### src/sdram_pkg.sv
package sdram_pkg;

    // bus widths
    localparam int dw  = 16;    // data bits
    localparam int rw  = 13;    // row bits, same as the address pins
    localparam int cw  = 9;     // column bits
    localparam int baw = 2;     // bank address bits

    // commands as {cs_n, ras_n, cas_n, we_n}
    localparam logic [3:0] cmd_load_mode = 4'b0000;
    localparam logic [3:0] cmd_refresh   = 4'b0001;
    localparam logic [3:0] cmd_precharge = 4'b0010;
    localparam logic [3:0] cmd_active    = 4'b0011;
    localparam logic [3:0] cmd_write     = 4'b0100;
    localparam logic [3:0] cmd_read      = 4'b0101;
    localparam logic [3:0] cmd_nop       = 4'b0111;
    localparam logic [3:0] cmd_inhibit   = 4'b1000;    // chip not selected

    // timing, all in clock cycles
    localparam int t_rcd     = 2;   // activate to read/write
    localparam int cas_lat   = 2;
    localparam int t_rp      = 2;   // precharge period
    localparam int t_rfc     = 7;   // refresh cycle
    localparam int t_wr      = 2;   // write recovery
    localparam int burst_len = 4;   // words per read

    // power-up wait
    // far below the real 100us so simulation stays short
    localparam int init_wait = 20;

endpackage

### src/sdram_init.sv
`timescale 1ns/1ns

module sdram_init (
    input  logic                     clk,
    input  logic                     rst,
    output logic                     init,
    output logic [3:0]               cmd,
    output logic [sdram_pkg::rw-1:0] sdram_a
);

    localparam int prech_at = sdram_pkg::init_wait;
    localparam int rfsh0_at = prech_at + sdram_pkg::t_rp;
    localparam int rfsh1_at = rfsh0_at + sdram_pkg::t_rfc;
    localparam int mode_at  = rfsh1_at + sdram_pkg::t_rfc;
    localparam int done_at  = mode_at + 2;     // mode register set time
    localparam int cnt_w    = $clog2(done_at + 2);

    // single-word writes, cas latency, sequential burst of 4
    localparam logic [sdram_pkg::rw-1:0] mode_word = {
        3'b000, 1'b1, 2'b00, 3'(sdram_pkg::cas_lat), 1'b0, 3'($clog2(sdram_pkg::burst_len))
    };

    logic [cnt_w-1:0] cnt;

    always_ff @(posedge clk or posedge rst) begin
        if (rst) begin
            cnt  <= '0;
            init <= 1'b1;
        end else if (init) begin
            cnt <= cnt + 1'b1;
            if (cnt == cnt_w'(done_at))
                init <= 1'b0;
        end
    end

    always_comb begin
        cmd     = sdram_pkg::cmd_nop;
        sdram_a = '0;
        if (cnt < cnt_w'(prech_at)) begin
            cmd = sdram_pkg::cmd_inhibit;   // power-up wait
        end else if (cnt == cnt_w'(prech_at)) begin
            cmd         = sdram_pkg::cmd_precharge;
            sdram_a[10] = 1'b1;             // all banks
        end else if (cnt == cnt_w'(rfsh0_at) || cnt == cnt_w'(rfsh1_at)) begin
            cmd = sdram_pkg::cmd_refresh;
        end else if (cnt == cnt_w'(mode_at)) begin
            cmd     = sdram_pkg::cmd_load_mode;
            sdram_a = mode_word;
        end
    end

endmodule

### config.mk
export PLATFORM = sky130hd
export DESIGN_NAME = sdram_init
export DESIGN_NICKNAME = d
export VERILOG_FILES = /design/src/sdram_pkg.sv /design/src/sdram_init.sv
export SDC_FILE = /design/constraint.sdc
export NUM_CORES = 1
export LEC_CHECK = 0
export BUFFER_PORTS_ARGS = -buffer_cell sky130_fd_sc_hd__buf_2
export CAP_MARGIN = 40
export CORE_MARGIN = 5
export CORE_UTILIZATION = 40
export DETAILED_ROUTE_END_ITERATION = 7
export GPL_ROUTABILITY_DRIVEN = 0
export PLACE_DENSITY = 0.67
export SETUP_SLACK_MARGIN = 0.5
export SYNTH_ARGS = -nofsm -noshare
export SYNTH_HDL_FRONTEND = slang
export SYNTH_SLANG_ARGS = --single-unit
### constraint.sdc
create_clock -name clk -period 2.36 [get_ports clk]
set_clock_uncertainty 0.1 [all_clocks]
set_input_delay 0.354 -clock clk [delete_from_list [all_inputs] [get_ports clk]]
set_output_delay 0.354 -clock clk [all_outputs]
set_load 0.05 [all_outputs]
==> flow_summary.yaml <==
setup_path:
  worstPathMaxFanout: 3
  reg2reg_setup_slack_ns: 1.09
  r2r-start: "cnt[4]"
  r2r_cells: 2
  critPathLaunchType: "flip-flop"
  cp-startpoint: "cnt[0]"
  worstSetupPathType: "flip-flop to output port"
  slowest_delay_ns: 0.42
  reg2reg_to: "init"
  critPathArrivalTime_ns: 1.70
  end_kind: "output port"
  cp_slowest_cell: "dfrtp_2"
  cp_cell_sequence: "inv_4 > ha_4 > mux2i_4 > nor4bb_4 > buf_4 > a211oi_4 > buf_6"
  required_ns: 1.91
routing:
  detail_route.iter0.violations: 2
  drt_first_pass_iters: 2
  vias: 409
  drc_errors: 0
  drtAntennaViolNets: 0
  wirelength_um: 1160
  wl_per_cell_um: 13.5
  viasPerCell: 4.76
timing:
  rsz0062_at_grt: "true"
  worst_slack_ns: 0.202
  finalHoldViolations: 0
  post-route-period-util: 0.914
  slew_violations: 0
  finalSetupViolations: 0
  clock.fmax_ghz: 0.463
  final_period_minus_worst_setup_slack_ns: 2.16
  fin_setup_tns_ns: 0
logic_synthesis:
  synth.distinct_cells: 25
  yosysWarnings: 0
  ys_ff_latch: 7
  synthesis.area_um2: 538
  seq_area_frac_synth: 0.328
  synth_top_family_by_area: "buffers and inverters"
  synth_edf_count: 0
  syn_area_per_cell_um2: 9.28
  synth_fa_ha_area_frac: 0.0930
  muxShareOfSynthArea: 0.0186
  async_flop_share: 1.00
  syn_inst: 58
  synthSimpleGateAreaFrac: 0.177
  ys.flop_type: "dfrtp_1"
  synth_compound_area_frac: 0.0651
  synth-xor-area-share: 0.0814
finish:
  fill_cells: 108
  drive_gt1_frac: 0.549
  fin_nets: 78
  final_common_cell: "conb_1"
  area_growth_pct: 47.4
  final_cell_mix: "conb_1 (9), buf_6 (7), buf_4 (5), dfrtp_2 (4)"
  antenna_cells: 0
grt:
  grt_pass1_wl_um: 1750
  overflow: 0
  grt_max_degree: 10
  grt_pass1_vias: 373
  antenna_found_initial: 0
  grt_usage: 0.127
placed_design:
  pre_cts_ws_ns: 0.165
  dpl.hpwl_um: 780
  port_buffers: 10
die:
  pin_count: 20
  die_h_um: 46.7
  die_area_um2: 2180
  die_w_um: 46.7
  rows: 13
  coreArea_um2: 1280
  initial_core_util: 0.419
cts:
  cts.sinks: 7
  cts_tree: "yes"
  root_buffer: "clkbuf_4"
  cts_inserted_buffers: 3
  clkLatencyLatePin_ns: 0.25
  clockBufferDepth: 2
  path_clk_slew_ns: 0.05
  cts_htree_levels: 1
power_and_ir_drop:
  leakage_uw: 0.000332
  peakVddDrop_mv: 0.280
  power.density_nw_per_um2: 335
outcome:
  status: "completed"
run:
  drv_cap: 0
min_path:
  holdCritPathClass: "input pin to async pin"
-- flip-flops by register name (all words and copies together), names as in the netlist --
name,cells
init,1
cnt,6
-- Yosys cell counts, types with 2 or more instances --
| master | number | area (µm²) |
|---|---|---|
| a211oi_1 | 2 | 15.0 |
| xnor2_1 | 3 | 26.3 |
| buf_2 | 2 | 10.0 |
| inv_1 | 4 | 15.0 |
| nand2_1 | 3 | 11.3 |
| nand4_1 | 2 | 12.5 |
| xor2_1 | 2 | 17.5 |
| buf_4 | 11 | 82.6 |
| nor3b_1 | 2 | 15.0 |
| ha_1 | 4 | 50.1 |
| dfrtp_1 | 6 | 150 |
| nor2_1 | 4 | 15.0 |
-- worst max path at each step --
stage            endpoint  slack [ns]  depth (start not counted)
6_report           cmd[1]        0.20                          7
5_1_grt        sdram_a[1]        0.14                          6
4_1_cts            cmd[2]        0.18                          7
3_5_place_dp       cmd[2]        0.17                          6
3_3_place_gp       cmd[1]        0.27                          6
2_1_floorplan  sdram_a[5]        0.17                          5
-- power by group --
part	total, µW	internal [µW]	switching [µW]
Clock	110	64.6	45.2
Sequential	120	120	0
Combinational	35.5	1.77	33.7
-- area by class of cell --
class / instances / area [µm²] / share of cell area
inverter: 4 / 20.0 / 0.0252
tap: 15 / 18.8 / 0.0237
clock buffer: 4 / 26.3 / 0.0331
sequential: 7 / 181 / 0.229
timing repair buffer: 16 / 141 / 0.178
multi-input combinational: 40 / 405 / 0.511
-- through the flow --
step / instance area (µm²) / hold slack, ns / instances / total power, µW / util
finish: 793 / 0.456 / 86 / 266 / 0.617
global route: 793 / 0.486 / 86 / 280 / 0.617
CTS: 731 / 0.457 / 86 / 269 / 0.569
detailed placement: 599 / 0.189 / 77 / 156 / 0.466
global placement: 599 / 0.187 / 77 / 156 / 0.466
floorplan: 639 / 0.0567 / 66 / 167 / -
-- critical path: cells and delay by family (launching register included) --
family	cells	cell delay, ns
DFF	1	0.42
buffers and inverters	3	0.41
AOI/OAI and AO/OA	1	0.20
muxes	1	0.17
adders and majority gates	1	0.16
and+or+nand+nor	1	0.08
-- per-layer routing --
metal / vias to the layer above / global-route usage / wire, µm
li1: 196 / - / -
met1: 197 / 0.133 / 396
met2: 11 / 0.212 / 676
met3: 5 / 0.0703 / 71
met4: 0 / 0.0497 / 17
met5: - / 0 / 0
-- what timing repair did --
item | in CTS | in global routing
endpoints found under the setup margin | 7 | 8
buffers inserted | 4 | 0
hold buffers | 1 | 0
hold endpoints to repair | 6 | 0
pin swaps | 4 | 2
resized for setup | 19 | 16
-- cells by family (layout without fill, tap and decap cells) --
family / after synthesis / count (layout)
AOI/OAI and AO/OA: 5 / 5
xor gates and xnor gates: 5 / 5
adders and majority gates: 4 / 4
buffers and inverters: 19 / 24
DFF: 7 / 7
muxes: 1 / 1
other: 1 / 9
and+or+nand+nor: 16 / 16
Power figures use the tool's default switching activity.
