## src/sdram_pkg.sv

```systemverilog
package sdram_pkg;

    // bus widths
    localparam int dw  = 16;    // data bits
    localparam int rw  = 13;    // row bits, same as the address pins
    localparam int cw  = 9;     // column bits
    localparam int baw = 2;     // bank address bits

    // commands as {cs_n, ras_n, cas_n, we_n}
    localparam logic [3:0] cmd_load_mode = 4'b0000;
    localparam logic [3:0] cmd_refresh   = 4'b0001;
    localparam logic [3:0] cmd_precharge = 4'b0010;
    localparam logic [3:0] cmd_active    = 4'b0011;
    localparam logic [3:0] cmd_write     = 4'b0100;
    localparam logic [3:0] cmd_read      = 4'b0101;
    localparam logic [3:0] cmd_nop       = 4'b0111;
    localparam logic [3:0] cmd_inhibit   = 4'b1000;    // chip not selected

    // timing, all in clock cycles
    localparam int t_rcd     = 2;   // activate to read/write
    localparam int cas_lat   = 2;
    localparam int t_rp      = 2;   // precharge period
    localparam int t_rfc     = 7;   // refresh cycle
    localparam int t_wr      = 2;   // write recovery
    localparam int burst_len = 4;   // words per read

    // power-up wait
    // far below the real 100us so simulation stays short
    localparam int init_wait = 20;

endpackage

```

## src/sdram_arb.sv

```systemverilog
`timescale 1ns/1ns

module sdram_arb (
    input  logic                      clk,
    input  logic                      rst,
    input  logic [3:0]                br,
    input  logic                      init,
    input  logic                      rfshing,
    input  logic                      rfsh_br,
    input  logic [3:0]                init_cmd,
    input  logic [sdram_pkg::rw-1:0]  init_a,
    input  logic [3:0]                rfsh_cmd,
    input  logic [sdram_pkg::rw-1:0]  rfsh_a,
    input  logic [3:0]                bank_cmd [4],
    input  logic [sdram_pkg::rw-1:0]  bank_a [4],
    input  logic [3:0]                dbusy,
    input  logic [3:0]                post_act,
    output logic [3:0]                bg,
    output logic                      rfsh_bg,
    output logic [3:0]                next_cmd,
    output logic [sdram_pkg::rw-1:0]  next_a,
    output logic [sdram_pkg::baw-1:0] next_ba,
    output logic                      all_dbusy,
    output logic                      all_act
);

    logic [14:0] lfsr;
    logic [1:0]  prio;
    logic [1:0]  idx;
    logic [1:0]  pick;
    logic        hit;

    assign prio      = lfsr[1:0];
    assign all_dbusy = |dbusy;
    assign all_act   = |post_act;
    assign rfsh_bg   = rfsh_br && br == 4'd0 && !all_dbusy && !all_act && !init;

    always_ff @(posedge clk or posedge rst) begin
        if (rst)
            lfsr <= 15'd1;
        else
            lfsr <= {lfsr[13:0], lfsr[14] ^ lfsr[13]};
    end

    // walk backwards so the closest requester at or after prio wins
    always_comb begin
        pick = prio;
        hit  = 1'b0;
        idx  = prio;
        for (int k = 3; k >= 0; k--) begin
            idx = prio + 2'(k);
            if (br[idx]) begin
                pick = idx;
                hit  = 1'b1;
            end
        end
        bg = 4'd0;
        if (hit && !init && !rfshing)
            bg[pick] = 1'b1;
    end

    always_comb begin
        next_cmd = sdram_pkg::cmd_nop;
        next_a   = '0;
        next_ba  = '0;
        if (init) begin
            next_cmd = init_cmd;
            next_a   = init_a;
        end else if (rfshing) begin
            next_cmd = rfsh_cmd;
            next_a   = rfsh_a;
        end else begin
            for (int i = 0; i < 4; i++) begin
                if (bg[i]) begin
                    next_cmd = bank_cmd[i];
                    next_a   = bank_a[i];
                    next_ba  = i[sdram_pkg::baw-1:0];
                end
            end
        end
    end

    // one bank between act and rd/wr, one burst on dq
    a_one_owner: assert property (@(posedge clk) disable iff (rst)
        $onehot0(dbusy) && $onehot0(post_act));

endmodule

```

## config.mk

```make
export PLATFORM = sky130hd
export DESIGN_NAME = sdram_arb
export DESIGN_NICKNAME = d
export VERILOG_FILES = /design/src/sdram_pkg.sv /design/src/sdram_arb.sv
export SDC_FILE = /design/constraint.sdc
export NUM_CORES = 1
export LEC_CHECK = 0
export BUFFER_PORTS_ARGS = -buffer_cell sky130_fd_sc_hd__buf_2
export CAP_MARGIN = 20
export CORE_AREA = 8 8 73 75
export CTS_CLUSTER_DIAMETER = 100
export DETAILED_ROUTE_END_ITERATION = 16
export DIE_AREA = 0 0 81 83
export PLACE_DENSITY_LB_ADDON = 0.2
export SYNTH_ARGS = -nofsm -noshare
export SYNTH_HDL_FRONTEND = slang
export SYNTH_SLANG_ARGS = --single-unit
export TNS_END_PERCENT = 100
```

## constraint.sdc

```tcl
create_clock -name clk -period 2.47 [get_ports clk]
set_input_delay 0.247 -clock clk [delete_from_list [all_inputs] [get_ports clk]]
set_output_delay 0.247 -clock clk [all_outputs]
set_load 0.005 [all_outputs]
```

==> run summary <==
## Route
- Wirelength per Cell: 17.6 um
- final antenna-violating net count: 0
- highest routed metal layer: met4
- Routed met3 length: 536 um
- met1 routed wirelength after detailed routing: 2590 um
- detailed-routing iteration count for the pre-antenna-repair pass: 4
- Iteration-0 DRC Markers: 94
- post-detailed-route DRC marker count: 0
- via count normalized by instance count: 5.45
- overall routed net length: 6940 um
- vias after detailed routing: 2147
- met2 routed WL: 3730 um

## Clock tree
- clock net sink count: 15
- Skew-Pair Late Insertion Delay: 0.24 ns
- CTS hold repair buffers: 0
- clock tree buffer depth: 2
- clk slew on worst S/H paths: 0.06 ns
- H-Tree Depth: 1
- number of buffers created by CTS: 3
- clock tree from TritonCTS: built
- library cell used as clock root buffer: sky130_fd_sc_hd__clkbuf_8

## Synth
- Post-synth top flop: sky130_fd_sc_hd__dfrtp_1
- share of async-settable or async-resettable flops after synthesis: 100%
- post-synth net total: 301
- per-instance average area after synthesis: 8.26 sq um
- Synth top area share: 23.3%
- Yosys cell types: 47
- post-synthesis sequential area ratio: 25.1%
- area of the mapped netlist: 1500 sq um
- count of flip-flops with a built-in enable after synthesis: 0
- biggest area contributors in the synthesized netlist: sky130_fd_sc_hd__dfrtp_1 23%, sky130_fd_sc_hd__o21ai_0 6.7%, sky130_fd_sc_hd__nand3_1 5.3%, sky130_fd_sc_hd__a211o_1 4.1%, sky130_fd_sc_hd__a22o_1 4.1%
- post-synthesis cell count: 182
- number of warning messages in the yosys log: 0
- number of synthesized register bits: 15
- library cell occupying the most area in the post-synthesis netlist: sky130_fd_sc_hd__dfrtp_1

## Critical path
- crit start category: register
- buffers plus inverters on the worst setup path: 3
- type of destination of the critical path: output pin
- Worst path most repeated cell: sky130_fd_sc_hd__buf_6
- path depth of the worst reg2reg path: 1
- Critical-path top delay cell: sky130_fd_sc_hd__dfstp_2
- maximum fanout along the worst path: 8
- Cell Chain, Critical Path: buf_6, o22ai_4, a221o_2, o21ai_2, buf_6, a21oi_1, a211o_1, buf_2
- data required time of the worst path: 2.22 ns
- Stages on worst setup path: 8
- WS Path Type: register to output pin
- critical path arrival: 2.19 ns
- Top Family by Delay on Critical Path: compound AO/OA/AOI/OAI gates
- Crit path largest cell delay: 0.59 ns

## GRT
- Congestion Overflow GR: 0
- global-route wire length before repair: 10600 um
- largest net degree at the start of global routing: 22
- overall fraction of global-route tracks in use: 19.0%
- vias in the first global route: 2229
- antenna violations before repair: 0

## Power
- areal power density over the cells: 306 nW/um^2
- maximum resistive drop on vdd: 0.000235 V
- Leak: 0.00130 uW

## Final layout
- post-route insts no fill: 394
- relative area change from synthesis to final layout: 67.8%
- diode count: 0
- flip-flop count of the largest register, all copies and words added: 15
- most flop-heavy register: lfsr
- final standard cell area without fillers: 2520 sq um
- Largest regs: lfsr x15
- Core Util, Final: 60.0%
- share of post-route cells with drive strength above 1: 56.7%
- Layout Nets: 462

## STA
- fin. max-slew vios: 0
- Final setup violation count: 0
- share of the clock period used by the worst path: 98.8%
- Worst slew margin: 64.0%
- setup TNS after final layout: 0 ns
- worst clock skew: 0.00158 ns
- Tightest Pin Transition: 0.539 ns
- post-layout min period: 2.44 ns
- setup repair after global routing missed its margin: true
- Final Hold Viols: 0
- achievable clock frequency: 0.410 GHz

## Run
- number of max-capacitance violations reported: 0

## Placed design
- half-perimeter wire length after detailed placement: 5650 um
- Area after DPL: 2340 sq um
- routability cong.: 0.829
- number of instances in the placed design: 381
- # port buffers: 144

## Floorplanning
- total core area: 4200 sq um
- initial core utilization: 35.7%
- die outline area: 6720 sq um
- Die Y-Extent: 83 um
- std cell rows: 24
- overall die width: 81 um
- I/O pins: 145

## Outcome
- outcome: finished, final reports clean

## Hold path
- type of the most critical hold path: input port to async pin

[synth_stat cells, types with 5 or more instances]
| cell type | number |
|---|---|
| sky130_fd_sc_hd__nand3_1 | 16 |
| sky130_fd_sc_hd__and3_1 | 7 |
| sky130_fd_sc_hd__o21ai_0 | 20 |
| sky130_fd_sc_hd__a211o_1 | 7 |
| sky130_fd_sc_hd__nand2_1 | 5 |
| sky130_fd_sc_hd__o221ai_1 | 6 |
| sky130_fd_sc_hd__a22o_1 | 7 |
| sky130_fd_sc_hd__a22oi_1 | 7 |
| sky130_fd_sc_hd__nor2b_1 | 5 |
| sky130_fd_sc_hd__dfrtp_1 | 14 |
| sky130_fd_sc_hd__nor3_1 | 5 |
| sky130_fd_sc_hd__nor2_1 | 11 |
| sky130_fd_sc_hd__a21oi_1 | 9 |
[metal layers]
metal	global-route usage (%)	vias up
met5	0	-
met4	2.60	0
met3	6.68	8
met2	34.3	92
met1	20.8	1003
li1	-	1044
[kinds of logic after synthesis]
group,after synthesis,synth area share (%)
DFF,15,25.1
AOI/OAI and AO/OA,78,37.7
muxes,10,8.24
and+or+nand+nor,64,23.8
xor gates and xnor gates,1,0.583
buffers and inverters,14,4.58
[final cells by class]
type                    count  area (sq um)
fillers                   393          1680
multi-input cells         154          1110
repair buffers            166           910
flip-flops and latches     15           377
well taps                  52          65.1
clock buffers               4          45.0
inverters                   3          11.3
[worst paths after layout]
path	startpoint	to	slack, ns
max reg2reg	lfsr[13]$_DFF_PP0_	lfsr[0]$_DFF_PP1_	1.79
max in group asynchronous	rst	lfsr[0]$_DFF_PP1_	2.06
min in group clk	lfsr[5]$_DFF_PP0_	lfsr[6]$_DFF_PP0_	0.35
min	rst	lfsr[9]$_DFF_PP0_	0.04
max	lfsr[0]$_DFF_PP1_	next_a[5]	0.03
min reg2reg	lfsr[5]$_DFF_PP0_	lfsr[6]$_DFF_PP0_	0.35
[layout by cell type (no fill, tap or decap), types with 2 or more instances in the layout]
cell                       instances
sky130_fd_sc_hd__o221ai_1          6
sky130_fd_sc_hd__clkbuf_8          3
sky130_fd_sc_hd__mux2i_1           3
sky130_fd_sc_hd__a211o_1           7
sky130_fd_sc_hd__o21ai_2           2
sky130_fd_sc_hd__nor2_4            3
sky130_fd_sc_hd__mux2_2            3
sky130_fd_sc_hd__a21oi_1           9
sky130_fd_sc_hd__inv_1             3
sky130_fd_sc_hd__o21ai_1           5
sky130_fd_sc_hd__or4_1             2
sky130_fd_sc_hd__buf_6             3
sky130_fd_sc_hd__buf_2           144
sky130_fd_sc_hd__o31ai_1           4
sky130_fd_sc_hd__nor2_1           10
sky130_fd_sc_hd__a22oi_1           7
sky130_fd_sc_hd__nand3_1          16
sky130_fd_sc_hd__a22o_1            7
sky130_fd_sc_hd__o21ai_0          17
sky130_fd_sc_hd__and3_1            7
sky130_fd_sc_hd__nand2_1           4
sky130_fd_sc_hd__nand2b_1          2
sky130_fd_sc_hd__dfrtp_1          14
sky130_fd_sc_hd__nor3_1            5
sky130_fd_sc_hd__nor2b_1           5
sky130_fd_sc_hd__buf_4            18
sky130_fd_sc_hd__o22ai_1           2
sky130_fd_sc_hd__mux2_4            4
sky130_fd_sc_hd__o21a_1            2
[power breakdown]
group	switching (uW)	total (uW)	internal (uW)	leakage, uW
clock network	74.4	188	114	0.0000228
registers	0	246	246	0.000206
logic	153	338	185	0.00107
[repair_timing]
| item | in CTS | in global routing |
|---|---|---|
| cloned | 0 | 1 |
| resized for setup | 3 | 15 |
| endpoints found under the setup margin | 10 | 19 |
| buffers inserted | 2 | 5 |
| hold endpoints to repair | 0 | 0 |
| pin swaps | 2 | 10 |
[through the flow]
stage | power, uW | hold slack [ns] | setup WS (ns)
after floorplan | 406 | 0.148 | 0.271
after global placement | 562 | 0.309 | 0.162
after detailed placement | 564 | 0.312 | 0.136
after CTS | 762 | 0.0476 | 0.0272
after global routing | 824 | 0.0887 | -0.0414
final | 773 | 0.0398 | 0.0308
Power figures use the tool's default switching activity.
