## src/sdram_pkg.sv

```systemverilog
package sdram_pkg;

    // bus widths
    localparam int dw  = 16;    // data bits
    localparam int rw  = 13;    // row bits, same as the address pins
    localparam int cw  = 9;     // column bits
    localparam int baw = 2;     // bank address bits

    // commands as {cs_n, ras_n, cas_n, we_n}
    localparam logic [3:0] cmd_load_mode = 4'b0000;
    localparam logic [3:0] cmd_refresh   = 4'b0001;
    localparam logic [3:0] cmd_precharge = 4'b0010;
    localparam logic [3:0] cmd_active    = 4'b0011;
    localparam logic [3:0] cmd_write     = 4'b0100;
    localparam logic [3:0] cmd_read      = 4'b0101;
    localparam logic [3:0] cmd_nop       = 4'b0111;
    localparam logic [3:0] cmd_inhibit   = 4'b1000;    // chip not selected

    // timing, all in clock cycles
    localparam int t_rcd     = 2;   // activate to read/write
    localparam int cas_lat   = 2;
    localparam int t_rp      = 2;   // precharge period
    localparam int t_rfc     = 7;   // refresh cycle
    localparam int t_wr      = 2;   // write recovery
    localparam int burst_len = 4;   // words per read

    // power-up wait
    // far below the real 100us so simulation stays short
    localparam int init_wait = 20;

endpackage

```

## src/sdram_rfsh.sv

```systemverilog
`timescale 1ns/1ns

module sdram_rfsh #(
    parameter int rfshcnt = 4
) (
    input  logic                     clk,
    input  logic                     rst,
    input  logic                     start,
    input  logic                     bg,
    output logic                     br,
    output logic                     rfshing,
    output logic [3:0]               cmd,
    output logic [sdram_pkg::rw-1:0] sdram_a
);

    localparam int pend_w = $clog2(rfshcnt + 1) + 2;    // room for pulses stacking up
    localparam int tmr_w  = $clog2(sdram_pkg::t_rfc + sdram_pkg::t_rp + sdram_pkg::t_wr);

    logic [pend_w-1:0] pend;
    logic [tmr_w-1:0]  tmr;
    logic              fire;

    assign fire    = rfshing && tmr == '0 && pend != '0;
    assign br      = pend != '0 && !rfshing;
    assign cmd     = fire ? sdram_pkg::cmd_refresh : sdram_pkg::cmd_nop;
    assign sdram_a = '0;

    always_ff @(posedge clk or posedge rst) begin
        if (rst) begin
            pend    <= '0;
            tmr     <= '0;
            rfshing <= 1'b0;
        end else begin
            pend <= pend + (start ? pend_w'(rfshcnt) : pend_w'(0)) - pend_w'(fire);
            if (bg) begin
                rfshing <= 1'b1;
                // a row closed by a last write may still be precharging
                tmr     <= tmr_w'(sdram_pkg::t_wr + sdram_pkg::t_rp);
            end else if (rfshing) begin
                if (tmr != '0)
                    tmr <= tmr - 1'b1;
                else if (fire)
                    tmr <= tmr_w'(sdram_pkg::t_rfc - 1);
                else
                    rfshing <= 1'b0;    // last t_rfc has run out
            end
        end
    end

    // refresh only once the bus has been held through write recovery and precharge
    a_rfsh_owner: assert property (@(posedge clk) disable iff (rst)
        cmd == sdram_pkg::cmd_refresh |-> $past(rfshing, sdram_pkg::t_wr + sdram_pkg::t_rp));

endmodule

```

## config.mk

```make
export PLATFORM = sky130hd
export DESIGN_NAME = sdram_rfsh
export DESIGN_NICKNAME = d
export VERILOG_FILES = /design/src/sdram_pkg.sv /design/src/sdram_rfsh.sv
export SDC_FILE = /design/constraint.sdc
export NUM_CORES = 1
export LEC_CHECK = 0
export ABC_AREA = 1
export CORE_MARGIN = 2
export CORE_UTILIZATION = 50
export DETAILED_ROUTE_END_ITERATION = 8
export DONT_BUFFER_PORTS = 1
export PLACE_DENSITY = 0.61
export SLEW_MARGIN = 20
export SYNTH_ARGS = -nofsm -noshare
export SYNTH_HDL_FRONTEND = slang
export SYNTH_SLANG_ARGS = --single-unit
```

## constraint.sdc

```tcl
create_clock -name clk -period 3.5 [get_ports clk]
set_input_delay 0.35 -clock clk [delete_from_list [all_inputs] [get_ports clk]]
set_output_delay 0.35 -clock clk [all_outputs]
set_load 0.02 [all_outputs]
```

==> report_table.html <==
<table>
<tr><th>Metric</th><th>Value</th></tr>
<tr><th colspan="2">Outcome</th></tr>
<tr><td>Run status</td><td>finished, final reports clean</td></tr>
<tr><th colspan="2">Routing</th></tr>
<tr><td>Via Count</td><td>460</td></tr>
<tr><td>Routed wire length per instance</td><td>10.0 µm</td></tr>
<tr><td>Number of vias per cell after detailed routing</td><td>4.51</td></tr>
<tr><td>Length of routed met3 wiring</td><td>65 µm</td></tr>
<tr><td>WL met2</td><td>440 µm</td></tr>
<tr><td>Highest metal layer with signal wires</td><td>met4</td></tr>
<tr><td>Number of DRC violations after detailed-routing iteration 0</td><td>3</td></tr>
<tr><td>Post-route met1 wirelength</td><td>507 µm</td></tr>
<tr><td>Pre-antenna DRT Iters</td><td>3</td></tr>
<tr><td>Post-detailed-routing wire length</td><td>1020 µm</td></tr>
<tr><td>Post-route ant nets</td><td>0</td></tr>
<tr><td>Remaining routing DRC violations</td><td>0</td></tr>
<tr><th colspan="2">Place</th></tr>
<tr><td>Weighted congestion reported at the end of routability-driven placement</td><td>0.783</td></tr>
<tr><td>Count of input and output buffers</td><td>0</td></tr>
<tr><td>Half-perimeter wire length after detailed placement</td><td>838 µm</td></tr>
<tr><td>Post-Place Cell Area</td><td>693 µm²</td></tr>
<tr><th colspan="2">Logic synthesis</th></tr>
<tr><td>Ys flop type</td><td>dfrtp_1</td></tr>
<tr><td>Count of flip-flops with a built-in enable after synthesis</td><td>0</td></tr>
<tr><td>Largest area contributor in the netlist</td><td>dfrtp_1</td></tr>
<tr><td>Parity-gate share of the synthesized area counting xor and xnor cells</td><td>5.87%</td></tr>
<tr><td>Gate count after technology mapping</td><td>85</td></tr>
<tr><td>Share of cell area taken by muxes after synthesis</td><td>0%</td></tr>
<tr><td>Leading cell types by total area after synthesis</td><td>dfrtp_1 (34%), buf_4 (16%), ha_1 (10%)</td></tr>
<tr><td>Portion of synthesized cell area occupied by the leading cell type</td><td>33.6%</td></tr>
<tr><td>Unique masters post-synth</td><td>21</td></tr>
<tr><td>Synth Area in Compound Gates</td><td>1.34%</td></tr>
<tr><td>Leading cell types by count after synthesis</td><td>buf_4 (16), inv_1 (14), dfrtp_1 (10)</td></tr>
<tr><td>Seq cells post-synth</td><td>10</td></tr>
<tr><td>Most common cell in the synthesized netlist</td><td>buf_4</td></tr>
<tr><td>Share of synthesized cell area in full adder, half adder and majority cells</td><td>12.8%</td></tr>
<tr><td>Post-synthesis async set-or-reset flop share</td><td>100%</td></tr>
<tr><td>Combined area of all synthesized cells</td><td>746 µm²</td></tr>
<tr><td>Basic-gate share of the synthesized area counting and, or, nand and nor cells</td><td>21.1%</td></tr>
<tr><td>Warning count from the yosys run</td><td>0</td></tr>
<tr><td>Mean post-synth cell area</td><td>8.77 µm²</td></tr>
<tr><td>Share of the yosys chip area belonging to registers</td><td>33.6%</td></tr>
<tr><td>Combinational family with the most area after synthesis</td><td>buffers and inverters</td></tr>
<tr><th colspan="2">Power and ir drop</th></tr>
<tr><td>Share of total power consumed by net switching</td><td>42.0%</td></tr>
<tr><td>Design internal power</td><td>0.343 mW</td></tr>
<tr><td>Register share of total power</td><td>35.1%</td></tr>
<tr><td>Switching power total</td><td>0.249 mW</td></tr>
<tr><td>Clock group share of total power</td><td>17.5%</td></tr>
<tr><td>Power share of the combinational group</td><td>47.3%</td></tr>
<tr><td>Power per unit of standard cell area</td><td>801 nW/µm²</td></tr>
<tr><td>Cell leakage power</td><td>0.409 nW</td></tr>
<tr><td>Total power draw</td><td>0.592 mW</td></tr>
<tr><td>Maximum VDD drop</td><td>0.428 mV</td></tr>
<tr><th colspan="2">Worst setup path</th></tr>
<tr><td>Category of the most critical setup path</td><td>register to register</td></tr>
<tr><td>CP Data Required Time</td><td>3650 ps</td></tr>
<tr><td>CP endpoint kind</td><td>register</td></tr>
<tr><td>Data arrival time of the critical path</td><td>2180 ps</td></tr>
<tr><td>Nature of the critical path startpoint</td><td>register</td></tr>
<tr><td>Largest fanout of any net on the critical path</td><td>4</td></tr>
<tr><th colspan="2">Final layout</th></tr>
<tr><td>Post-layout net count</td><td>99</td></tr>
<tr><td>Ant diodes</td><td>0</td></tr>
<tr><td>Fraction of final layout cells sized beyond drive strength 1</td><td>14.9%</td></tr>
<tr><td>Area added between synthesis and finish</td><td>-0.839%</td></tr>
<tr><td>Final cell area excluding filler cells</td><td>739 µm²</td></tr>
<tr><th colspan="2">CTS</th></tr>
<tr><td>H-tree depth reported by CTS</td><td>1</td></tr>
<tr><td>Latest clock arrival within the worst-skew pair</td><td>260 ps</td></tr>
<tr><td>TritonCTS clock tree</td><td>yes</td></tr>
<tr><td>Cell at the root of the clock tree</td><td>clkbuf_4</td></tr>
<tr><td>Total CTS buffers</td><td>3</td></tr>
<tr><td>Clock Sinks</td><td>10</td></tr>
<tr><td>Clock Path Buffers</td><td>2</td></tr>
<tr><td>Clock-pin slew on the worst setup and hold paths</td><td>70 ps</td></tr>
<tr><th colspan="2">Floorplanning</th></tr>
<tr><td>I/O pins</td><td>23</td></tr>
<tr><td>Core box area</td><td>1350 µm²</td></tr>
<tr><td>Initial Utilization</td><td>55.2%</td></tr>
<tr><td>Vertical die dimension</td><td>42.6 µm</td></tr>
<tr><td>Horizontal die dimension</td><td>42.6 µm</td></tr>
<tr><td>Area of the die</td><td>1820 µm²</td></tr>
<tr><td>Row Count</td><td>13</td></tr>
<tr><th colspan="2">STA</th></tr>
<tr><td>Setup violation total in the final timing report</td><td>0</td></tr>
<tr><td>Number of endpoints with negative hold slack in the final report</td><td>0</td></tr>
<tr><td>RSZ-0062 raised after global routing</td><td>no</td></tr>
<tr><td>Ratio of final minimum period to clock period</td><td>57.9%</td></tr>
<tr><td>Maximum frequency from static timing analysis</td><td>493 MHz</td></tr>
<tr><td>Fin Clk Skew</td><td>4.01 ps</td></tr>
<tr><td>Post-route setup TNS</td><td>0 ps</td></tr>
<tr><td>Period minus WS final</td><td>2030 ps</td></tr>
<tr><td>Final Max Tran Viols</td><td>0</td></tr>
<tr><th colspan="2">Flow run</th></tr>
<tr><td>Max-cap viol count</td><td>0</td></tr>
<tr><th colspan="2">Global route</th></tr>
<tr><td>Global-route usage over all layers</td><td>14.1%</td></tr>
<tr><td>GRT Residual Overflow</td><td>0</td></tr>
<tr><td>Global-route wire length before repair</td><td>1890 µm</td></tr>
<tr><td>Largest net degree at the start of global routing</td><td>11</td></tr>
<tr><td>Number of antenna violations at the first check in global routing</td><td>0</td></tr>
<tr><td>Vias in the first global route</td><td>438</td></tr>
<tr><th colspan="2">Worst hold path</th></tr>
<tr><td>Kind of path behind the tightest hold check</td><td>input pin to register</td></tr>
</table>
==> layer usage <==
metal / global-route usage [%] / up-vias
met4: 7.50 / 0
met1: 17.6 / 205
met2: 21.2 / 20
met5: 0 / -
li1: - / 233
met3: 4.74 / 2
==> critical path, stage by stage, from the launching register on <==
cell and delay [ps]:
dfrtp_1 400, inv_1 90, ha_1 190, nand2_2 110, nor2_2 160, ha_1 160
inv_1 40, ha_1 200, fa_1 410, xor2_1 150
==> layout by cell type, fill, tap and decap left out, drive strengths merged, types with 2 or more instances in the layout <==
cell     n
xnor2    2
clkbuf   4
conb    15
nand4    4
nor2     6
dfrtp   10
inv     15
xor2     3
nand2   12
nand3    5
ha       6
==> metrics by stage <==
| stage | setup WS (ps) | util (%) | cells | hold slack (ps) |
|---|---|---|---|---|
| after global routing | 1380 | 54.8 | 102 | 272 |
| after global placement | 1530 | 51.3 | 97 | 243 |
| final | 1470 | 54.8 | 102 | 241 |
| after CTS | 1470 | 54.8 | 102 | 242 |
| after detailed placement | 1490 | 51.3 | 97 | 251 |
| after floorplan | 1630 | - | 98 | 190 |
==> path summary, 6_finish.rpt <==
check,startpoint,end,slack [ps],cells past startpoint
min in group asynchronous,rst,tmr[2],500,2
min,bg,tmr[1],240,3
max reg2reg,tmr[0],pend[3],1470,9
min reg2reg,tmr[1],tmr[1],530,2
max in group asynchronous,rst,pend[3],2720,2
max,tmr[0],pend[3],1470,9
==> state kept, by name, summed over array words and instances (netlist names) <==
signal,count
pend,5
tmr,4
rfshing,1
==> kinds of logic (layout without fill, tap and decap cells) <==
family	Yosys count	after routing
buffers and inverters	32	21
AND/OR/NAND/NOR	27	27
flip-flops	10	10
adder cells (fa/ha/maj)	7	7
XOR/XNOR	5	5
other	2	15
AO/OA/AOI/OAI	2	2
==> power by group through the flow <==
stage	clock, mW	sequential [mW]	combinational [mW]
6_report	0.104	0.208	0.280
5_1_grt	0.114	0.217	0.331
4_1_cts	0.107	0.208	0.286
3_5_place_dp	0	0.210	0.284
3_3_place_gp	0	0.209	0.271
2_1_floorplan	0	0.203	0.256
==> area by class of cell <==
type | instances | area, µm²
Clock buffer | 4 | 36.3
Fill cell | 139 | 611
Inverter | 16 | 61.3
Multi-Input combinational cell | 56 | 363
Sequential cell | 10 | 250
Tap cell | 15 | 18.8
Timing Repair Buffer | 1 | 10.0
==> what timing repair did <==
item / 4_1_cts / 5_1_grt
hold buffers: 1 / 0
hold endpoints to repair: 10 / 0
gates resized for setup: 0 / 0
buffers inserted: 0 / 0
Power figures use the tool's default switching activity.
