### src/sdram_pkg.sv
package sdram_pkg;

    // bus widths
    localparam int dw  = 16;    // data bits
    localparam int rw  = 13;    // row bits, same as the address pins
    localparam int cw  = 9;     // column bits
    localparam int baw = 2;     // bank address bits

    // commands as {cs_n, ras_n, cas_n, we_n}
    localparam logic [3:0] cmd_load_mode = 4'b0000;
    localparam logic [3:0] cmd_refresh   = 4'b0001;
    localparam logic [3:0] cmd_precharge = 4'b0010;
    localparam logic [3:0] cmd_active    = 4'b0011;
    localparam logic [3:0] cmd_write     = 4'b0100;
    localparam logic [3:0] cmd_read      = 4'b0101;
    localparam logic [3:0] cmd_nop       = 4'b0111;
    localparam logic [3:0] cmd_inhibit   = 4'b1000;    // chip not selected

    // timing, all in clock cycles
    localparam int t_rcd     = 2;   // activate to read/write
    localparam int cas_lat   = 2;
    localparam int t_rp      = 2;   // precharge period
    localparam int t_rfc     = 7;   // refresh cycle
    localparam int t_wr      = 2;   // write recovery
    localparam int burst_len = 4;   // words per read

    // power-up wait
    // far below the real 100us so simulation stays short
    localparam int init_wait = 20;

endpackage

### src/sdram_bank.sv
`timescale 1ns/1ns

module sdram_bank #(
    parameter int aw = 22
) (
    input  logic                     clk,
    input  logic                     rst,
    input  logic [aw-1:0]            addr,
    input  logic                     rd,
    input  logic                     wr,
    input  logic                     bg,
    input  logic                     all_dbusy,
    input  logic                     all_act,
    output logic                     ack,
    output logic                     dst,
    output logic                     dok,
    output logic                     rdy,
    output logic                     dbusy,
    output logic                     post_act,
    output logic                     br,
    output logic [3:0]               cmd,
    output logic [sdram_pkg::rw-1:0] sdram_a
);

    localparam logic [1:0] st_idle = 2'd0;
    localparam logic [1:0] st_trcd = 2'd1;
    localparam logic [1:0] st_rw   = 2'd2;
    localparam logic [1:0] st_busy = 2'd3;     // data phase and precharge recovery

    localparam int sr_len = sdram_pkg::cas_lat + sdram_pkg::burst_len;
    localparam int al_w   = $clog2(sdram_pkg::burst_len);

    logic [1:0]               state;
    logic [2:0]               cnt;
    logic                     is_wr;
    logic [sdram_pkg::cw-1:0] col;
    logic [sdram_pkg::cw-1:0] col_sel;
    logic [sdram_pkg::rw-1:0] row;
    logic [sr_len-1:0]        rd_sr;   // one bit per cycle since the read command
    logic                     act_go;
    logic                     rd_go;
    logic                     wr_go;

    assign row     = addr[aw-1:sdram_pkg::cw];
    assign col_sel = is_wr ? col : {col[sdram_pkg::cw-1:al_w], {al_w{1'b0}}};

    assign act_go = bg && state == st_idle;
    assign rd_go  = bg && state == st_rw && !is_wr;
    assign wr_go  = bg && state == st_rw && is_wr;

    always_comb begin
        case (state)
            st_idle: br = (rd || wr) && !all_act;  // one bank between act and rd/wr
            st_rw:   br = !all_dbusy;              // no other burst left on dq
            default: br = 1'b0;
        endcase
    end

    always_comb begin
        cmd = sdram_pkg::cmd_nop;
        if (act_go)
            cmd = sdram_pkg::cmd_active;
        else if (rd_go)
            cmd = sdram_pkg::cmd_read;
        else if (wr_go)
            cmd = sdram_pkg::cmd_write;
    end

    // a10 set on the column command gives auto-precharge
    assign sdram_a = state == st_idle ? row : {2'b00, 1'b1, 1'b0, col_sel};

    assign ack      = act_go;
    assign post_act = state == st_trcd || state == st_rw;
    assign dbusy    = |rd_sr;
    assign dst      = rd_sr[sdram_pkg::cas_lat] | wr_go;
    assign dok      = |rd_sr[sr_len-1:sdram_pkg::cas_lat] | wr_go;
    assign rdy      = rd_sr[sr_len-1] | wr_go;

    always_ff @(posedge clk or posedge rst) begin
        if (rst) begin
            state <= st_idle;
            cnt   <= '0;
            is_wr <= 1'b0;
            rd_sr <= '0;
        end else begin
            rd_sr <= {rd_sr[sr_len-2:0], rd_go};
            case (state)
                st_idle: if (act_go) begin
                    state <= st_trcd;
                    is_wr <= wr;
                    cnt   <= 3'(sdram_pkg::t_rcd - 2);
                end
                st_trcd: if (cnt == '0) state <= st_rw;
                    else cnt <= cnt - 1'b1;
                st_rw: if (rd_go || wr_go) begin
                    state <= st_busy;
                    cnt   <= wr_go ? 3'(sdram_pkg::t_wr + sdram_pkg::t_rp - 1)
                                   : 3'(sdram_pkg::burst_len + sdram_pkg::t_rp - 1);
                end
                default: if (cnt == '0) state <= st_idle;
                    else cnt <= cnt - 1'b1;
            endcase
        end
    end

    always_ff @(posedge clk) begin
        if (act_go)
            col <= addr[sdram_pkg::cw-1:0];
    end

    // column command never lands on another bank's burst
    a_no_dq_clash: assert property (@(posedge clk) disable iff (rst)
        (rd_go || wr_go) |-> !all_dbusy);
    a_one_op: assert property (@(posedge clk) disable iff (rst) ack |-> !(rd && wr));

endmodule

### config.mk
export PLATFORM = sky130hd
export DESIGN_NAME = sdram_bank
export DESIGN_NICKNAME = d
export VERILOG_FILES = /design/src/sdram_pkg.sv /design/src/sdram_bank.sv
export SDC_FILE = /design/constraint.sdc
export NUM_CORES = 1
export LEC_CHECK = 0
export ABC_CLOCK_PERIOD_IN_PS = 5020
export BUFFER_PORTS_ARGS = -buffer_cell sky130_fd_sc_hd__buf_4
export CAP_MARGIN = 10
export CORE_MARGIN = 3
export CORE_UTILIZATION = 48
export DETAILED_ROUTE_END_ITERATION = 7
export GPL_ROUTABILITY_DRIVEN = 0
export GPL_TIMING_DRIVEN = 0
export PLACE_DENSITY = 0.88
export SYNTH_ARGS = -nofsm -noshare
export SYNTH_HDL_FRONTEND = slang
export SYNTH_SLANG_ARGS = --single-unit
### constraint.sdc
create_clock -name clk -period 5.02 [get_ports clk]
set_input_delay 0.251 -clock clk [delete_from_list [all_inputs] [get_ports clk]]
set_output_delay 0.251 -clock clk [all_outputs]
set_load 0.02 [all_outputs]
==> results of run 1 <==
-- worst min path at each step --
stage             end  cells past startpoint  slack [ns]     from
6_report       col[3]                      1        0.10  addr[3]
5_1_grt        col[3]                      1        0.09  addr[3]
4_1_cts        col[3]                      1        0.09  addr[3]
3_5_place_dp   cnt[0]                      2        0.30      rst
3_3_place_gp   cnt[0]                      2        0.28      rst
2_1_floorplan  cnt[0]                      1        0.12      rst
-- cell type report --
cell class | count | area [um^2]
Inverter | 9 | 33.8
Clock buffer | 4 | 26.3
Buffer | 4 | 21.3
Sequential cell | 21 | 571
Multi-Input combinational cell | 54 | 430
Tap cell | 27 | 33.8
Fill cell | 142 | 513
Timing Repair Buffer | 52 | 393
-- worst max-delay path, stage by stage (launching register included) --
cell and delay, ns:
dfrtp_1 0.45, inv_1 0.13, ha_1 0.25, clkbuf_1 0.37
inv_1 0.14, o32ai_1 0.33, buf_4 0.20
-- logic make-up after synthesis --
| family | Yosys count |
|---|---|
| mux | 9 |
| other cells | 1 |
| fa+ha+maj | 5 |
| buf+inv | 13 |
| simple gates | 25 |
| compound gates | 14 |
| flops | 21 |
-- state kept, by name, indices dropped and copies added, names as in the netlist --
| register | count |
|---|---|
| cnt | 3 |
| col | 9 |
| is_wr | 1 |
| rd_sr | 6 |
| state | 2 |
-- routing by layer --
layer  global-route usage (%)  vias to the layer above
met5                        0                        -
met4                     11.9                        0
met3                     5.63                        9
met2                     39.7                       46
met1                     22.5                      425
li1                         -                      424
-- report_power, final --
group | internal, mW | switching, mW
Combinational | 0.266 | 0.307
Sequential | 0.232 | 0.0303
Clock | 0.0311 | 0.0526
Total | 0.529 | 0.390
-- through the flow --
stage	cells	setup WS (ns)	hold WS (ns)	total power [mW]	cell area, um^2
final	171	2.58	0.103	0.919	1510
after global routing	171	2.41	0.0885	0.986	1510
after CTS	171	2.58	0.0945	0.924	1510
after detailed placement	166	2.94	0.296	0.836	1470
after global placement	166	3.07	0.283	0.817	1470
after floorplan	88	3.05	0.116	0.636	1060
-- layout by cell type, fill, tap and decap left out, types with 4 or more instances in the layout --
cell and instances:
ha_1 5, inv_1 9, dfrtp_1 12, nand2b_1 5, edfxtp_1 9, buf_4 52, and2_1 4, mux2_2 9
-- timing repair --
item	CTS	global route
buffers inserted	0	0
endpoints found under the hold margin	12	0
gates resized for setup	0	0
hold buffers	1	0
==> flow_summary_export.csv, run 1 <==
group,metric,value,unit
status,status,"complete, no violations",
clock_network,cts.sinks,21,
floorplan,ios,53,
sta,fin_setup_tns,0,ns
synthesis,synth-compound-area-share,10.9,%
sta,rsz0062_at_grt,"no",
clock_network,root_buffer,"clkbuf_4",
synthesis,syn_area,1060,um^2
critical_path,critPathRequiredTime,4.77,ns
critical_path,setup.worst_path.end,"br",
sta,post-route-min-period,2.44,ns
power_and_ir_drop,power_density,609,nW/um^2
global_routing,grt_pass1_wl,4.21,mm
critical_path,reg2regPathDepth,5,
clock_network,cts_inserted_buffers,3,
synthesis,synth_most_common_cell,"dfrtp_1",
critical_path,rr_startpoint,"state[0]",
synthesis,synth-main-ff-cell,"dfrtp_1",
layout,drive_gt1_share,47.2,%
route,first_iter_violations,15,
run,drv_cap,0,
critical_path,critPathLaunchType,"register",
hold_path,hold_class,"in -> reg",
layout,areaGrowthSynthToFinish,42.9,%
clock_network,tritoncts,"done",
synthesis,avgSynthCellArea,12.0,um^2
sta,finalHoldViolCount,0,
place,io_buffer_count,51,
synthesis,ys_async_sr_fraction,57.1,%
synthesis,post_synth_xor_area_fraction,0,%
route,drc,0,
route,via_per_inst,5.29,
critical_path,worstSetupPathType,"reg -> out",
floorplan,num_rows,16,
synthesis,syn_inst,88,
critical_path,crit_arrival,2.19,ns
synthesis,synth_largest_area_cell,"dfrtp_1",
synthesis,yosys.area_share.simple,14.0,%
place,place_hpwl,2.09,mm
power_and_ir_drop,p_leak,0.749,nW
synthesis,ys_seq_area_share,54.0,%
global_routing,antenna_found_initial,0,
route,dr_wl_met3,180,um
synthesis,yosys_warnings,0,
sta,clock_skew,0.00897,ns
critical_path,end_kind,"primary output",
floorplan,die-area,2800,um^2
floorplan,die_w,52.9,um
sta,setup_viol,0,
critical_path,r2r_end,"col[7]",
route,drt-met1-wl,993,um
synthesis,synth_area_leaders,"dfrtp_1 (28%), edfxtp_1 (26%), mux2_2 (9.6%)",
synthesis,synth_nets,122,
route,top_layer,"met4",
global_routing,grt_pass1_vias,965,
clock_network,clk_path_buf_depth,2,
route,route.met2.wl,1.44,mm
synthesis,synth_cell_type_count,32,
synthesis,yosys.area.top_type_share,28.4,%
synthesis,synth_top_family_by_area,"simple AND/OR/NAND/NOR gates",
clock_network,cts.clk_slew.worst_paths,0.12,ns
route,first_pass_iters,5,
synthesis,synth-edff-count,9,
route,wire_per_inst,15.8,um
critical_path,startpoint,"state[0]",
sta,final_max_slew_viol_count,0,
clock_network,clk_latency,0.31,ns
critical_path,worstPathMaxFanout,10,
clock_network,cts.htree.levels,1,
synthesis,synthAdderAreaFrac,5.92,%
synthesis,synth_commonest_cells,"dfrtp_1 (12), edfxtp_1 (9), inv_1 (9), mux2_2 (9)",
global_routing,overflow,0,
floorplan,core,2020,um^2
layout,num_antenna_cells,0,
power_and_ir_drop,vdd_drop_max,365,uV
sta,clock.fmax,410,MHz
layout,final_util,74.6,%
floorplan,initial_utilization,52.2,%
route,via_count,904,
synthesis,synth_mux_area_share,9.60,%
layout,nets,179,
synthesis,synth-seq-cells,21,
route,wl,2.70,mm
sta,fin_crit_sh,48.6,%
critical_path,regToRegSetupSlack,3.14,ns
route,detail-route-antenna-nets,0,
floorplan,die_h,52.9,um
global_routing,grt_start_max_net_pins,13,
global_routing,grt.total_usage,21.8,%
No activity file was read; power rests on OpenSTA's default activity.
==> run 2: changes to the inputs <==
==> config.mk (replaced) <==
export PLATFORM = sky130hd
export DESIGN_NAME = sdram_bank
export DESIGN_NICKNAME = d
export VERILOG_FILES = /design/src/sdram_pkg.sv /design/src/sdram_bank.sv
export SDC_FILE = /design/constraint.sdc
export NUM_CORES = 1
export LEC_CHECK = 0
export ABC_CLOCK_PERIOD_IN_PS = 2000
export BUFFER_PORTS_ARGS = -buffer_cell sky130_fd_sc_hd__buf_4
export CAP_MARGIN = 10
export CORE_MARGIN = 3
export CORE_UTILIZATION = 40
export DETAILED_ROUTE_END_ITERATION = 7
export GPL_ROUTABILITY_DRIVEN = 0
export GPL_TIMING_DRIVEN = 0
export PLACE_DENSITY = 0.79
export SYNTH_ARGS = -nofsm -noshare
export SYNTH_HDL_FRONTEND = slang
export SYNTH_SLANG_ARGS = --single-unit
==> constraint.sdc (replaced) <==
create_clock -name clk -period 2 [get_ports clk]
set_input_delay 0.1 -clock clk [delete_from_list [all_inputs] [get_ports clk]]
set_output_delay 0.1 -clock clk [all_outputs]
set_load 0.02 [all_outputs]
==> flow_summary_export.csv, run 2 (synthesized netlist as in run 1, its figures left out) <==
group,metric,value,unit
route,wire_per_inst,13.6,um
route,wl,2.48,mm
clock_network,cts.htree.levels,1,
global_routing,grt_pass1_vias,975,
route,drc,0,
clock_network,cts_inserted_buffers,3,
global_routing,overflow,0,
sta,fin_crit_sh,93.2,%
clock_network,clk_path_buf_depth,2,
clock_network,root_buffer,"clkbuf_4",
power_and_ir_drop,power_density,1450,nW/um^2
sta,final_max_slew_viol_count,0,
floorplan,ios,53,
place,place_hpwl,1.86,mm
critical_path,worstPathMaxFanout,10,
sta,fin_setup_tns,0,ns
layout,drive_gt1_share,47.1,%
layout,nets,190,
clock_network,clk_latency,0.30,ns
layout,largest_register_ffs,9,
clock_network,tritoncts,"done",
sta,clock_skew,0.00689,ns
layout,areaGrowthSynthToFinish,54.1,%
layout,regMostFlops,"col",
sta,post-route-min-period,1.86,ns
place,place_area,1470,um^2
layout,reg.largest.list,"col (9), rd_sr (6), cnt (3)",
route,via_count,928,
critical_path,critPathLaunchType,"register",
place,dp_cells,167,
power_and_ir_drop,p_leak,0.790,nW
route,detail-route-antenna-nets,0,
layout,final_util,68.9,%
sta,setup_viol,0,
global_routing,grt.total_usage,16.2,%
layout,layout_commonest_cell,"buf_4",
clock_network,cts.sinks,21,
critical_path,crit_arrival,1.76,ns
sta,timing.final.ws_setup,0.135,ns
power_and_ir_drop,p_total,2.35,mW
floorplan,initial_utilization,44.7,%
layout,layout_common_cells,"buf_4 (54), dfrtp_1 (12), dlygate4sd3_1 (10)",
sta,finalHoldViolCount,0,
floorplan,core,2360,um^2
layout,num_antenna_cells,0,
run,drv_cap,0,
clock_network,cts.clk_slew.worst_paths,0.11,ns
power_and_ir_drop,vdd_drop_max,1070,uV
global_routing,antenna_found_initial,0,
floorplan,die-area,3290,um^2
critical_path,worstSetupPathType,"reg -> out",
layout,fin_area,1630,um^2
sta,clock.fmax,536,MHz
critical_path,critPathRequiredTime,1.90,ns
floorplan,die_h,57.4,um
route,first_pass_iters,4,
layout,instances_no_fill,183,
place,io_buffer_count,51,
floorplan,num_rows,17,
route,first_iter_violations,32,
global_routing,grt_pass1_wl,4.13,mm
status,status,"complete, no violations",
global_routing,grt_start_max_net_pins,13,
place,dpl_worst_slack,0.159,ns
route,via_per_inst,5.07,
sta,worst_hold_slack,0.0397,ns
critical_path,end_kind,"primary output",
floorplan,die_w,57.4,um
hold_path,hold_class,"in -> reg",
sta,rsz0062_at_grt,"no",
run 2: what timing repair did:
action | CTS | global route
setup buffers | 1 | 1
hold buffers | 10 | 0
resized for setup | 3 | 2
endpoints found under the setup margin | 5 | 10
gates cloned | 0 | 0
hold endpoints to repair | 21 | 0
run 2: worst max-delay path: stages, from the launching register on:
cell and delay, ns:
dfrtp_1 0.42, inv_1 0.09, ha_2 0.21, clkbuf_4 0.20
inv_1 0.08, o32ai_1 0.28, buf_4 0.19
run 2: layout make-up:
type	instances	area, um^2
Buffer	4	27.5
Clock buffer	4	26.3
Fill cell	170	733
Inverter	9	37.5
Multi-Input combinational cell	54	433
Sequential cell	21	571
Tap cell	28	35.0
Timing Repair Buffer	63	498
run 2: path summary, 6_finish.rpt:
kind | to | from | slack (ns) | cells after the start
worst min register to register | rd_sr[5] | rd_sr[4] | 0.38 | 0
max in group asynchronous | cnt[1] | rst | 1.33 | 3
worst max register to register | cnt[0] | state[1] | 0.29 | 5
worst min-delay path | is_wr | wr | 0.04 | 2
worst max-delay path | br | state[1] | 0.14 | 6
min in group asynchronous | is_wr | rst | 0.35 | 3
run 2: power by group:
group	switching [mW]	internal, mW
registers	0.0680	0.583
logic	0.784	0.718
clock network	0.122	0.0778
total	0.975	1.38
run 2: layer usage:
layer / share of wire [%] / global-route usage, %
met5: 0 / 0
met4: 2.8 / 8.94
met3: 8.7 / 3.62
met2: 50 / 28.4
met1: 39 / 17.8
==> run 3: changes to the inputs <==
--- a/config.mk
+++ b/config.mk
@@ -8,8 +8,10 @@
 export ABC_CLOCK_PERIOD_IN_PS = 2000
 export BUFFER_PORTS_ARGS = -buffer_cell sky130_fd_sc_hd__buf_4
 export CAP_MARGIN = 10
+export CELL_PAD_IN_SITES_DETAIL_PLACEMENT = 1
+export CELL_PAD_IN_SITES_GLOBAL_PLACEMENT = 2
 export CORE_MARGIN = 3
-export CORE_UTILIZATION = 40
+export CORE_UTILIZATION = 24
 export DETAILED_ROUTE_END_ITERATION = 7
 export GPL_ROUTABILITY_DRIVEN = 0
 export GPL_TIMING_DRIVEN = 0
==> flow_summary_export.csv, run 3 (synthesized netlist as in run 1, its figures left out) <==
group,metric,value,unit
status,status,"complete, no violations",
sta,rsz0062_at_grt,"yes",
power_and_ir_drop,p_leak,0.801,nW
route,wire_per_inst,15.5,um
clock_network,cts_inserted_buffers,3,
global_routing,grt_pass1_wl,5.11,mm
layout,largest_register_ffs,9,
global_routing,antenna_found_initial,0,
route,detail-route-antenna-nets,0,
floorplan,num_rows,23,
clock_network,root_buffer,"clkbuf_8",
layout,reg.largest.list,"col (9), rd_sr (6), cnt (3)",
critical_path,critPathRequiredTime,1.90,ns
layout,layout_common_cells,"buf_4 (54), dfrtp_1 (12), dlygate4sd3_1 (10)",
power_and_ir_drop,vdd_drop_max,587,uV
route,via_count,919,
layout,final_util,40.9,%
place,place_area,1500,um^2
place,place_hpwl,2.45,mm
global_routing,grt.total_usage,12.7,%
sta,post-route-min-period,1.93,ns
sta,final_max_slew_viol_count,0,
floorplan,initial_utilization,25.7,%
floorplan,die_h,72.3,um
run,drv_cap,0,
sta,fin_crit_sh,96.4,%
layout,n_fill_cell,453,
global_routing,overflow,0,
floorplan,ios,53,
place,io_buffer_count,51,
global_routing,grt_pass1_vias,1049,
critical_path,worstSetupPathType,"reg -> out",
power_and_ir_drop,power_density,1470,nW/um^2
route,via_per_inst,4.50,
floorplan,die_w,72.3,um
clock_network,clk_latency,0.27,ns
layout,nets,189,
floorplan,die-area,5230,um^2
clock_network,tritoncts,"done",
layout,num_antenna_cells,0,
sta,setup_viol,0,
clock_network,cts.clk_slew.worst_paths,0.08,ns
critical_path,end_kind,"primary output",
critical_path,critical_path.most_common_cell,"inv_1",
critical_path,cpPeakStageDelay,0.44,ns
floorplan,core,4120,um^2
route,first_pass_iters,3,
critical_path,crit_arrival,1.83,ns
layout,fin_area,1680,um^2
sta,finalHoldViolCount,0,
critical_path,critPathLaunchType,"register",
sta,clock_skew,0.00285,ns
critical_path,crit_chain,"inv_1, ha_2, clkbuf_8, inv_1, o32ai_2, buf_4",
layout,regMostFlops,"col",
route,wl,3.17,mm
clock_network,cts.sinks,21,
critical_path,worstPathMaxFanout,10,
global_routing,grt_start_max_net_pins,13,
sta,clock.fmax,519,MHz
clock_network,clk_path_buf_depth,2,
layout,layout_commonest_cell,"buf_4",
layout,areaGrowthSynthToFinish,59.2,%
layout,drive_gt1_share,48.1,%
route,drc,0,
route,first_iter_violations,48,
hold_path,hold_class,"in -> reg",
critical_path,critical_path.slowest_cell,"dfrtp_1",
clock_network,cts.htree.levels,1,
power_and_ir_drop,p_total,2.48,mW
run 3: cell types whose count changed in the layout (fill, tap and decap cells not counted):
| cell | before | now |
|---|---|---|
| clkinv_2 | 0 | 1 |
| o32ai_2 | 0 | 1 |
| clkbuf_8 | 0 | 4 |
| clkbuf_4 | 5 | 0 |
| o32ai_1 | 1 | 0 |
| clkbuf_1 | 1 | 0 |
run 3: metal layers:
layer | vias up | track usage [%] | part of all wire, %
met3 | 7 | 2.49 | 3.5
li1 | 441 | - | -
met1 | 449 | 15.0 | 40
met2 | 22 | 21.8 | 54
met4 | 0 | 6.47 | 2.7
met5 | - | 0 | 0
run 3: critical path, delay by kind of cell, from the launching register on:
family,cells,cell delay [ns]
compound gates,1,0.29
fa+ha+maj,1,0.24
flops,1,0.44
buf+inv,4,0.57
run 3: where the power goes:
part           switching [mW]  internal [mW]
clock network           0.152          0.139
registers              0.0768          0.584
logic                   0.801          0.725
run 3: what timing repair did:
| item | in CTS | in global routing |
|---|---|---|
| hold endpoints to repair | 20 | 1 |
| resized for setup | 4 | 4 |
| setup buffers | 1 | 0 |
| hold buffers | 9 | 1 |
| endpoints found under the setup margin | 5 | 13 |
run 3: through the flow:
stage | hold slack [ns] | std cells | setup slack (ns) | setup TNS (ns)
2_1_floorplan | -0.0353 | 88 | 0.172 | 0
5_1_grt | 0.0603 | 204 | -0.0713 | -0.0713
3_5_place_dp | 0.161 | 189 | 0.0553 | 0
3_3_place_gp | 0.148 | 189 | 0.132 | 0
6_report | 0.0712 | 204 | 0.0721 | 0
4_1_cts | 0.00392 | 203 | 0.00882 | 0
run 3: worst paths after layout:
| kind | slack (ns) | endpoint | startpoint | cells after the start |
|---|---|---|---|---|
| hold / removal | 0.07 | is_wr | wr | 2 |
| setup reg to reg | 0.19 | cnt[1] | state[0] | 5 |
| setup / recovery | 0.07 | br | state[0] | 6 |
| min in group asynchronous | 0.39 | rd_sr[3] | rst | 3 |
| hold reg to reg | 0.38 | rd_sr[2] | rd_sr[1] | 0 |
| max in group asynchronous | 1.29 | cnt[2] | rst | 3 |
run 3: layout make-up:
| class | count | area, um^2 | area share [%] |
|---|---|---|---|
| plain buffers | 4 | 33.8 | 2.01 |
| clock buffers | 3 | 41.3 | 2.46 |
| clock inverters | 1 | 5.00 | 0.298 |
| inverters | 9 | 37.5 | 2.23 |
| multi-input cells | 54 | 440 | 26.2 |
| flip-flops and latches | 21 | 571 | 33.9 |
| well taps | 50 | 62.6 | 3.72 |
| repair buffers | 62 | 490 | 29.2 |
